## src/rtl/aluPkg.sv

```systemverilog
// ALU operation codes and datapath structs; import wherever commands or results are handled
`default_nettype none

package aluPkg;

    typedef enum logic [3:0] {
        ADD = 4'd0,
        ADC = 4'd1,
        SUB = 4'd2,
        SBB = 4'd3,
        AND = 4'd4,
        OR  = 4'd5,
        XOR = 4'd6,
        CMP = 4'd7,
        DAA = 4'd8
    } aluOpE;

    typedef struct packed {
        aluOpE       op;
        logic        byteMode;
        logic [15:0] a;
        logic [15:0] b;
    } aluCmdT;

    // Adder carries plus sign bits of the processed second operand
    typedef struct packed {
        logic cy4;
        logic cy8;
        logic cy16;
        logic bEff7;
        logic bEff15;
    } opCarryT;

    typedef struct packed {
        logic [15:0] result;
        logic        write;
    } aluOutT;

    function automatic logic isSubOp(aluOpE op);
        return (op == SUB) || (op == SBB) || (op == CMP);
    endfunction

    function automatic logic isLogicOp(aluOpE op);
        return (op == AND) || (op == OR) || (op == XOR);
    endfunction

endpackage

`default_nettype wire
```

## src/rtl/flagPkg.sv

```systemverilog
// Status flag word and per-operation write masks; import in modules that produce or hold flags
`default_nettype none

package flagPkg;

    import aluPkg::*;

    typedef struct packed {
        logic cf;
        logic pf;
        logic af;
        logic zf;
        logic sf;
        logic of;
        logic ef;
    } flagsT;

    // A set bit means the operation writes that flag
    function automatic flagsT flagMaskFor(aluOpE op);
        flagsT mask;
        mask = '1;
        // Arithmetic, logic and compare write everything
        if (op == DAA) begin
            mask.of = 1'b0;
            mask.ef = 1'b0;
        end
        return mask;
    endfunction

endpackage

`default_nettype wire

```

## src/rtl/aluCore.sv

```systemverilog
// Top of the ALU execution pipeline: issue register, execute stage, flag and result registers
`timescale 1ns/10ps
`default_nettype none

module aluCore (
    input  wire                 clk,
    input  wire                 rstN,
    input  wire                 cmdValid,
    input  wire aluPkg::aluCmdT cmd,
    output logic                resultValid,
    output logic [15:0]         result,
    output logic                flagsValid,
    output flagPkg::flagsT      flags
);
    import aluPkg::*;
    import flagPkg::*;

    aluCmdT  issueCmd;
    logic    issueValid;
    aluOutT  opOut;
    opCarryT opCarries;
    flagsT   newFlags;

    // Issue stage
    always_ff @(posedge clk) begin
        if (!rstN) begin
            issueValid <= 1'b0;
        end else begin
            issueValid <= cmdValid;
        end
    end

    always_ff @(posedge clk) begin
        if (cmdValid) begin
            issueCmd <= cmd;
        end
    end

    // Execute stage, carry and half carry come straight from the flag register
    aluOperate uOperate (
        .cmd        (issueCmd),
        .carryIn    (flags.cf),
        .auxCarryIn (flags.af),
        .out        (opOut),
        .carries    (opCarries)
    );

    aluFlag uFlag (
        .cmd      (issueCmd),
        .result   (opOut.result),
        .carries  (opCarries),
        .oldFlags (flags),
        .newFlags (newFlags)
    );

    flagWord uFlagWord (
        .clk      (clk),
        .rstN     (rstN),
        .write    (issueValid),
        .op       (issueCmd.op),
        .newFlags (newFlags),
        .flags    (flags)
    );

    // Output register
    always_ff @(posedge clk) begin
        if (!rstN) begin
            resultValid <= 1'b0;
            flagsValid  <= 1'b0;
            result      <= 16'h0000;
        end else begin
            resultValid <= issueValid && opOut.write;
            flagsValid  <= issueValid;
            if (issueValid && opOut.write) begin
                result <= opOut.result;
            end
        end
    end

    resultWithFlags: assert property (
        @(posedge clk) disable iff (!rstN)
        resultValid |-> flagsValid
    ) else $error("aluCore: result without flag update");

endmodule

`default_nettype wire

```

## src/rtl/flagWord.sv

```systemverilog
// Architectural flag register, written field by field under the operation's mask
`timescale 1ns/10ps
`default_nettype none

module flagWord (
    input  wire                 clk,
    input  wire                 rstN,
    input  wire                 write,
    input  wire aluPkg::aluOpE  op,
    input  wire flagPkg::flagsT newFlags,
    output flagPkg::flagsT      flags
);
    import aluPkg::*;
    import flagPkg::*;

    flagsT mask;

    assign mask = flagMaskFor(op);

    always_ff @(posedge clk) begin
        if (!rstN) begin
            flags <= '0;
        end else if (write) begin
            // Unselected fields keep their value
            flags <= (flags & ~mask) | (newFlags & mask);
        end
    end

    // DAA keeps overflow from the previous command
    daaKeepsOf: assert property (
        @(posedge clk) disable iff (!rstN)
        (write && op == DAA) |=> $stable(flags.of)
    ) else $error("flagWord: DAA changed of");

    resetClears: assert property (
        @(posedge clk)
        !rstN |=> (flags == '0)
    ) else $error("flagWord: flags not cleared after reset");

endmodule

`default_nettype wire

```

## src/rtl/aluFlag.sv

```systemverilog
// Status flag generation from operands, result and adder carries; instantiated in the execute stage
`timescale 1ns/10ps
`default_nettype none

module aluFlag (
    input  wire aluPkg::aluCmdT  cmd,
    input  wire [15:0]           result,
    input  wire aluPkg::opCarryT carries,
    input  wire flagPkg::flagsT  oldFlags,
    output flagPkg::flagsT       newFlags
);
    import aluPkg::*;
    import flagPkg::*;

    logic subOp;
    logic eqLow;
    logic eqWord;
    logic zeroLow;
    logic zeroWord;
    logic ovLow;
    logic ovWord;
    logic evenParity;
    logic auxCarry;
    logic arithCarry;
    logic daaCarry;
    logic daaAux;

    assign subOp = isSubOp(cmd.op);

    // Operand equality, low byte then full word
    assign eqLow  = (cmd.a[7:0] == cmd.b[7:0]);
    assign eqWord = eqLow && (cmd.a[15:8] == cmd.b[15:8]);

    // Result zero
    assign zeroLow  = (result[7:0] == 8'h00);
    assign zeroWord = zeroLow && (result[15:8] == 8'h00);

    // Same operand signs but a different result sign
    assign ovLow  = (cmd.a[7] == carries.bEff7) && (result[7] != cmd.a[7]);
    assign ovWord = (cmd.a[15] == carries.bEff15) && (result[15] != cmd.a[15]);

    assign evenParity = ~^result[7:0];

    // cy4 is the xor of bit 4 of a, bEff and result; flip to borrow on subtract
    assign auxCarry = carries.cy4 ^ subOp;

    assign arithCarry = (cmd.byteMode ? carries.cy8 : carries.cy16) ^ subOp;

    // Decimal adjust carries
    assign daaAux   = (cmd.a[3:0] > 4'd9) || oldFlags.af;
    assign daaCarry = (cmd.a[7:0] > 8'h99) || oldFlags.cf;

    always_comb begin
        newFlags.cf = arithCarry;
        newFlags.pf = evenParity;
        newFlags.af = auxCarry;
        newFlags.zf = cmd.byteMode ? zeroLow : zeroWord;
        newFlags.sf = cmd.byteMode ? result[7] : result[15];
        newFlags.of = cmd.byteMode ? ovLow : ovWord;
        newFlags.ef = cmd.byteMode ? eqLow : eqWord;
        if (isLogicOp(cmd.op)) begin
            newFlags.cf = 1'b0;
            newFlags.of = 1'b0;
            newFlags.af = 1'b0;
        end else if (cmd.op == DAA) begin
            // DAA is always a byte operation
            newFlags.cf = daaCarry;
            newFlags.af = daaAux;
            newFlags.zf = zeroLow;
            newFlags.sf = result[7];
        end
    end

    // Logic ops never report carry, overflow or half carry
    always_comb begin
        if (isLogicOp(cmd.op)) begin
            assert final ({newFlags.cf, newFlags.of, newFlags.af} == 3'b000)
                else $error("aluFlag: carry flags set for logic op %s", cmd.op.name());
        end
    end

endmodule

`default_nettype wire

```

## src/rtl/aluOperate.sv

```systemverilog
// ALU result datapath: adder, logic unit and DAA correction, exposing carries for flag logic
`timescale 1ns/10ps
`default_nettype none

module aluOperate (
    input  wire aluPkg::aluCmdT  cmd,
    input  wire                  carryIn,
    input  wire                  auxCarryIn,
    output aluPkg::aluOutT       out,
    output aluPkg::opCarryT      carries
);
    import aluPkg::*;

    logic        subOp;
    logic        logicOp;
    logic [15:0] opA;
    logic [15:0] opB;
    logic        cin;
    logic [16:0] sum;
    logic [7:0]  daaAdj;
    logic [15:0] logicRes;

    assign subOp   = isSubOp(cmd.op);
    assign logicOp = isLogicOp(cmd.op);

    // Decimal correction for the low byte of a
    always_comb begin
        daaAdj = 8'h00;
        if (cmd.a[3:0] > 4'd9 || auxCarryIn) begin
            daaAdj[3:0] = 4'h6;
        end
        if (cmd.a[7:0] > 8'h99 || carryIn) begin
            daaAdj[7:4] = 4'h6;
        end
    end

    // Operand processing, b is inverted for subtraction
    always_comb begin
        opA = cmd.a;
        opB = subOp ? ~cmd.b : cmd.b;
        cin = 1'b0;
        case (cmd.op)
            ADC: cin = carryIn;
            SUB, CMP: cin = 1'b1;
            SBB: cin = ~carryIn;
            DAA: begin
                opA = {8'h00, cmd.a[7:0]};
                opB = {8'h00, daaAdj};
            end
            default: cin = 1'b0;
        endcase
    end

    assign sum = {1'b0, opA} + {1'b0, opB} + {16'h0000, cin};

    // Carry into a bit is recovered from the sum and both operand bits
    assign carries.cy4    = opA[4] ^ opB[4] ^ sum[4];
    assign carries.cy8    = opA[8] ^ opB[8] ^ sum[8];
    assign carries.cy16   = sum[16];
    assign carries.bEff7  = opB[7];
    assign carries.bEff15 = opB[15];

    always_comb begin
        case (cmd.op)
            AND:     logicRes = cmd.a & cmd.b;
            OR:      logicRes = cmd.a | cmd.b;
            default: logicRes = cmd.a ^ cmd.b;
        endcase
    end

    // Byte mode still produces the full word; only flags narrow to bit 7
    always_comb begin
        if (logicOp) begin
            out.result = logicRes;
        end else if (cmd.op == DAA) begin
            out.result = {8'h00, sum[7:0]};
        end else begin
            out.result = sum[15:0];
        end
        // Compare only updates flags
        out.write = (cmd.op != CMP);
    end

endmodule

`default_nettype wire

```

## config.mk

```make
export PLATFORM = sky130hd
export DESIGN_NAME = aluCore
export DESIGN_NICKNAME = d
export VERILOG_FILES = /design/src/rtl/aluPkg.sv /design/src/rtl/flagPkg.sv /design/src/rtl/aluCore.sv /design/src/rtl/flagWord.sv /design/src/rtl/aluFlag.sv /design/src/rtl/aluOperate.sv
export SDC_FILE = /design/constraint.sdc
export NUM_CORES = 1
export LEC_CHECK = 0
export BUFFER_PORTS_ARGS = -buffer_cell sky130_fd_sc_hd__buf_4
export CELL_PAD_IN_SITES_DETAIL_PLACEMENT = 1
export CELL_PAD_IN_SITES_GLOBAL_PLACEMENT = 1
export CORE_UTILIZATION = 26
export CTS_CLUSTER_DIAMETER = 80
export CTS_CLUSTER_SIZE = 8
export DETAILED_ROUTE_END_ITERATION = 8
export GPL_TIMING_DRIVEN = 0
export PLACE_DENSITY_LB_ADDON = 0.25
export SYNTH_ARGS = -nofsm -noshare
export SYNTH_HDL_FRONTEND = slang
export SYNTH_SLANG_ARGS = --single-unit
```

## constraint.sdc

```tcl
create_clock -name clk -period 10.57 [get_ports clk]
set_input_delay 0.5285 -clock clk [delete_from_list [all_inputs] [get_ports clk]]
set_output_delay 0.5285 -clock clk [all_outputs]
set_load 0.05 [all_outputs]
```

# After elaboration in Yosys (flattened, before gate mapping)
# Cells that the tools add are included.
[totals]
register_bits = 63
latch_bits = 0
ram_bits = 0
romBits = 0
inputBits = 40
output_inout_bits = 25
wordCells = 85
mem_count = 0
[classes]
add_sub_neg = 2
n_mul = 0
n_div = 0
n_lt_le_gt_ge = 2
eq_ne = 15
shifts = 0
muxes = 21
bitwise = 15
n_reduce_logical = 15
[ops]
columns = ["operator", "n"]
rows = [
  ["16-bit two-way mux", 5],
  ["16-bit one-hot mux with 2 select lines", 1],
  ["16-bit by 16-bit adder with 17-bit output", 1],
  ["17-bit by 1-bit adder with 17-bit output", 1],
  ["16-bit AND", 1],
  ["4-bit by 3-bit == test with 1-bit output (second input constant)", 4],
  ["8-bit == test", 2],
  ["8-bit zero test", 2],
  ["16-bit inverter", 1],
  ["16-bit OR", 1],
  ["16-bit XOR", 1],
  ["7-bit AND", 2],
  ["1-bit two-way mux", 9],
  ["3-bit two-way mux", 3],
  ["4-bit by 2-bit == test with 1-bit output (second input constant)", 2],
  ["8-bit > comparator (second input constant)", 1],
  ["8-bit XNOR reduction", 1],
  ["7-bit inverter", 1],
  ["7-bit OR", 1],
  ["1-bit logical OR", 6],
  ["1-bit XOR", 6],
  ["1-bit logical AND", 5],
  ["4-bit by 1-bit == test with 1-bit output (second input constant)", 1],
  ["4-bit == test (second input constant)", 1],
  ["8 further kinds", 11],
]

# Longest topological paths before layout
[depth]
ltp_word = 16
ltp_mapped = 20
depth_no_buf = 19

# Modules after synthesis
# Synthesis repeated with hierarchy kept, for this count alone.
[unflattened]
cells_unflattened = 543
area_unflattened_um2 = 4870.9
[modules_own_cells]
columns = ["module", "instances", "cells_per_inst", "area_per_inst_um2", "seq_area_each_um2"]
rows = [
  ["aluOperate", 1, 322, 2195.9, 0.0],
  ["aluCore", 1, 117, 1865.5, 1491.4],
  ["aluFlag", 1, 78, 533.0, 0.0],
  ["flagWord", 1, 26, 276.5, 140.1],
]

# Worst setup path after synthesis
# OpenSTA, ideal clock, no wires.
[synth_path]
path_type = "reg2reg"
from = "reg issueCmd[34] in the netlist's numbering"
to = "reg, netlist name uFlagWord.flags[5]"
setup_ps = 128
arrival_time_ps = 3998
required_time_ps = 10442
setup_slack_ps = 6445
stages_incl_launch_ff = 19
path_buffers = 3
period_less_slack_ps = 4125
cell_sequence = "edfxtp_1 buf_4 inv_1 a211oi_1 buf_2 buf_2 xnor2_1 nor2_1 fa_1 fa_1 a21o_1 a21oi_1 xnor2_1 o21ai_0 ha_1 xnor2_1 xnor2_1 mux2i_1 nor2_1"
[synth_via]
elab_chain_cells = 12
word_cells_on_any_way = 24
classes_between = "add/sub (2); eq/ne (8); mux (6); bitwise (2); reduce/logical (6)"
[synth_lines]
columns = ["item", "line", "text"]
rows = [
  ["from (decl)", "aluCore.sv:18", "aluCmdT issueCmd;"],
  ["from (signal assigned)", "aluCore.sv:35", "issueCmd <= cmd;"],
  ["4-bit by 2-bit == test with 1-bit output", "aluPkg.sv:40, aluOperate.sv:42", ""],
  ["1-bit logical OR (2 in a row)", "aluPkg.sv:40", "return (op == SUB) || (op == SBB) || (op == CMP);"],
  ["16-bit two-way mux", "aluOperate.sv:40", "opB = subOp ? ~cmd.b : cmd.b;"],
  ["16-bit two-way mux", "aluOperate.sv:42", "case (cmd.op)"],
  ["16-bit by 16-bit adder with 17-bit output", "aluOperate.sv:54", "assign sum = {1'b0, opA} + {1'b0, opB} + {16'h0000, cin};"],
  ["17-bit by 1-bit adder with 17-bit output", "aluOperate.sv:54", ""],
  ["16-bit two-way mux", "aluOperate.sv:75", "end else if (cmd.op == DAA) begin"],
  ["16-bit two-way mux (*)", "aluOperate.sv:73", "if (logicOp) begin"],
  ["8-bit XNOR reduction (*)", "aluFlag.sv:42", "assign evenParity = ~^result[7:0];"],
  ["7-bit AND (*)", "flagWord.sv:25", "flags <= (flags & ~mask) | (newFlags & mask);"],
  ["7-bit OR (*)", "flagWord.sv:25", ""],
]
# Every way passes the cells marked *; elsewhere a longest branch is shown, timed or not.
# A chain may end at the register's enable or synchronous reset.

# Final worst setup path
[layout_path]
from = "reg issueCmd[34] in the netlist's numbering"
to = "reg, netlist name uFlagWord.flags[3]"
[layout_via]
elab_chain_cells = 16
word_cells_on_any_way = 30
classes_between = "add/sub (2); eq/ne (8); mux (10); bitwise (2); reduce/logical (8)"
[layout_lines]
columns = ["item", "line", "text"]
rows = [
  ["4-bit by 2-bit == test with 1-bit output", "aluPkg.sv:40, aluOperate.sv:42", ""],
  ["1-bit logical OR (2 in a row)", "aluPkg.sv:40", ""],
  ["16-bit two-way mux", "aluOperate.sv:40", ""],
  ["16-bit two-way mux", "aluOperate.sv:42", ""],
  ["16-bit by 16-bit adder with 17-bit output", "aluOperate.sv:54", ""],
  ["17-bit by 1-bit adder with 17-bit output", "aluOperate.sv:54", ""],
  ["16-bit two-way mux", "aluOperate.sv:75", ""],
  ["16-bit two-way mux", "aluOperate.sv:73", ""],
  ["8-bit zero test, on equally long branches", "aluFlag.sv:35, aluFlag.sv:36", ""],
  ["1-bit logical AND", "aluFlag.sv:36", "assign zeroWord = zeroLow && (result[15:8] == 8'h00);"],
  ["1-bit two-way mux", "aluFlag.sv:57", "newFlags.zf = cmd.byteMode ? zeroLow : zeroWord;"],
  ["3-bit two-way mux", "aluFlag.sv:65", "end else if (cmd.op == DAA) begin"],
  ["2-bit two-way mux (*)", "aluFlag.sv:61", "if (isLogicOp(cmd.op)) begin"],
  ["7-bit AND (*)", "flagWord.sv:25", ""],
  ["7-bit OR (*)", "flagWord.sv:25", ""],
]
# Marks and branches as above.

==> summary.txt <==
Synth
  • Most numerous cell in the Yosys netlist: nor2_1
  • Number of enable flip-flop cells after synthesis: 37
  • Register bit total from synthesis: 63
  • Synthesized net count: 557
  • Post-synthesis async set-or-reset flop share: 0
  • Multiplexer share of the synthesized area: 0.03669
  • Largest family of logic cells by synthesized area: compound AO/OA/AOI/OAI gates
  • Summed instance area of the synthesized netlist: ~0.0044 sq mm
  • Dominant cells by area after synthesis: edfxtp_1 (25%), ha_1 (15%), dfxtp_1 (12%), xnor2_1 (5.6%), nor2_1 (5.2%)
  • Share of Yosys cell area claimed by the top area cell type: 0.2545
  • Top cells by count, synth: nor2_1 (60), ha_1 (51), inv_1 (39), edfxtp_1 (37), a21oi_1 (29)
  • XOR/XNOR Fraction of Synth Area: 0.07022
  • Avg Synthesized Cell Area: between 9 and 10 sq um
  • Part of the Yosys area used for sequential elements: 0.3737
  • Syn Inst Count: between 400 and 500
  • Most area-hungry cell type in the Yosys netlist: edfxtp_1
  • Top_reg_cell synth: edfxtp_1
  • Count of unique library cells instantiated by Yosys: 55
  • Compound-Gate Fraction of Synth Area: 0.1728
  • Adder-cell share of the synthesized area: 0.1553
  • Synthesis Warnings: 0
  • Synth Area in Simple Gates: 0.1313

Cells and area
  • Layout net count: between 600 and 700
  • Post-synthesis to final-layout area growth: 23.73%
  • Count of fill cells added during filler insertion: 1,953
  • Ratio of cells with drive above 1 in the final layout: 0.1820
  • Antenna diodes: 0

Global route
  • Number of antenna violations at the first check in global routing: 0
  • Leftover overflow at the end of global routing: 0
  • Maximum number of pins on one net before global-route repair: 39
  • GRT Overall Usage: 0.1569
  • Global-route wire length before repair: around 21 mm
  • Via count of the first global-routing pass: about 3.8k

Timing
  • Count of final max-slew check failures: 0
  • Peak Freq: about 200 MHz
  • Setup repair after global routing missed its margin: no
  • Final setup viols: 0
  • Headroom to the max-slew limit: 0.6263
  • Layout Skew: 11.12 ps
  • Post-route clock period utilization: 0.4684
  • Worst setup margin: between 5000 and 6000 ps
  • Final number of hold-violating endpoints: 0
  • Worst slew pin tran: roughly 550 ps
  • Summed negative setup slack over all endpoints: 0 ps
  • Shortest period the worst path allows: 4951 ps

Power and ir drop
  • Combinational power share: 0.384
  • Leakage power of the design: around 2.3 nW
  • Fraction of power spent switching nets: 0.3569
  • Clock network power share: 0.300
  • Internal power consumption: between 0.0006 and 0.0007 W
  • Power density of the placed cells: between 150 and 200 mW/mm^2
  • Flop pwr share: 0.316
  • Sw Pwr: approximately 0.00034 W
  • Maximum vdd ir drop: 0.08316 mV

Clock tree
  • Number of H-tree levels: 3
  • Clock latency at the later pin of the worst-skew pair: ~350 ps
  • Maximum root-to-sink buffer count: 2
  • Post CTS Setup Buffer Count: 0
  • CTS sink count: 63
  • Post-CTS sizing: 0
  • Number of buffers added by the clock tree synthesis step: 9
  • Cell at the root of the clock tree: clkbuf_16
  • TritonCTS clock tree: yes
  • Count of hold buffers inserted by post-cts repair: 0
  • Clock-pin slew on the worst setup and hold paths: roughly 60 ps

Critical path
  • Kind of end point of the critical path: flip-flop
  • Worst-path fanout max: 10
  • Startpoint Class: flip-flop
  • CP Data Required Time: around 11,000 ps
  • Worst Path Class, Setup: flip-flop to flip-flop
  • Crit path arrival time: between 5000 and 6000 ps

Detailed routing
  • Post-DR vias/cell: ~4.6
  • First-iteration detailed-routing DRC count: between 100 and 150
  • Total wire length: ~13 mm
  • Number of nets with antenna violations after detailed routing: 0
  • Wire per inst: approximately 17 microns
  • First-pass detailed-route iteration total: 4
  • Drt drc: 0
  • Via Count: between 3k and 4k

Hold path
  • Worst hold-check path type: input port to flip-flop

Placed design
  • Port bufs: 64
  • Routability Congestion: slightly below 0.9
  • Worst setup timing slack at the placement stage: ~5600 ps
  • HPWL reported at the end of detailed placement: between 10 and 15 mm

Flow run
  • Reported max-cap violation count: 0

Die
  • Starting density of the core: 0.2651
  • Die height: ~130 microns
  • Die span in x: around 130 microns
  • Core area: 0.01647 sq mm
  • Total die area: around 0.017 sq mm
  • Number of primary I/O pins: 65
  • Row Count: 47

Status
  • Result of the run: finished, final reports clean
[worst paths after layout]
| check | from | endpoint | slack [ps] | depth (start not counted) |
|---|---|---|---|---|
| worst min-delay path | cmd[8] | issueCmd[8]$_DFFE_PP_ | 350 | 1 |
| worst max-delay path | issueCmd[34]$_DFFE_PP_ | uFlagWord.flags[3]$_SDFFE_PN0P_ | 5620 | 19 |
| worst max register to register | issueCmd[34]$_DFFE_PP_ | uFlagWord.flags[3]$_SDFFE_PN0P_ | 5620 | 19 |
| worst min register to register | result[8]$_SDFFE_PN0P_ | result[8]$_SDFFE_PN0P_ | 480 | 2 |
[final cells by class]
cell class | instances | area [sq um] | share of cell area
Tap cell | 220 | 275.3 | 0.05096
Clock buffer | 10 | 229.0 | 0.04239
Multi-Input combinational cell | 343 | 2472 | 0.4577
Clock inverter | 6 | 51.30 | 0.009497
Sequential cell | 63 | 1632 | 0.3021
Timing Repair Buffer | 64 | 480.5 | 0.08895
Inverter | 40 | 150.1 | 0.02780
Buffer | 18 | 111.4 | 0.02062
[power by group through the flow]
stage	clock network, W	registers, W	logic, W
5_1_grt	0.000308	0.000304	0.000404
2_1_floorplan	0	0.000328	0.000242
4_1_cts	0.000295	0.000301	0.000369
3_5_place_dp	0	0.000306	0.000367
3_3_place_gp	0	0.000305	0.000360
6_report	0.000286	0.000301	0.000366
[logic make-up after synthesis]
kind of cell,after synthesis
AO/OA/AOI/OAI,114
adder cells (fa/ha/maj),53
buffers and inverters,58
multiplexers,16
AND/OR/NAND/NOR,125
XOR/XNOR,35
flip-flops,63
[critical path, cell delays in order, from the launching register on]
cell and delay [ps]:
edfxtp_1 310, buf_4 200, inv_1 140, a211oi_1 410
buf_2 400, buf_2 370, xnor2_1 170, nor2_1 80
fa_1 510, fa_1 440, a21o_1 230, a21oi_1 270
xnor2_1 100, o21ai_0 310, ha_1 200, nand4_1 160
nor2_1 140, o211ai_1 100, nor4_1 180, a31o_1 170
[flip-flops by register name, indices dropped and copies added (netlist names), named ones only]
signal	cells
flagsValid	1
uFlagWord.flags	5
resultValid	1
result	16
issueValid	1
issueCmd	37
[metal layers]
| layer | global-route usage | wire length [microns] | vias up |
|---|---|---|---|
| met5 | 0 | 0 | - |
| met4 | 0.06912 | 276 | 0 |
| met3 | 0.02932 | 421 | 20 |
| met2 | 0.2440 | 5604 | 66 |
| met1 | 0.2108 | 6515 | 1654 |
| li1 | - | - | 1804 |
[cells in the final DEF (no fill, tap or decap), drive strengths merged, types with 4 or more instances in the layout]
master / count
buf: 73
nor2: 61
ha: 51
inv: 39
edfxtp: 37
a21oi: 31
xnor2: 28
nand2: 28
dfxtp: 26
o21ai: 23
clkbuf: 19
mux2i: 16
o22ai: 13
nand3: 11
a211oi: 11
a22oi: 8
xor2: 7
a31oi: 6
clkinv: 6
nor3: 5
a21o: 5
o211ai: 5
nor4: 5
nand4: 4
[metrics by stage]
step	utilization	total power, W	area [sq um]	instances	hold slack (ps)
finish	0.3280	0.0009533	5401	764	354.9
global route	0.3280	0.001016	5401	764	346.8
CTS	0.3280	0.0009659	5401	764	339.4
detailed placement	0.3110	0.0006734	5121	748	482.2
global placement	0.3110	0.0006650	5121	748	452.6
floorplan	-	0.0005702	4365	464	495.8
No activity file was read; power rests on OpenSTA's default activity.
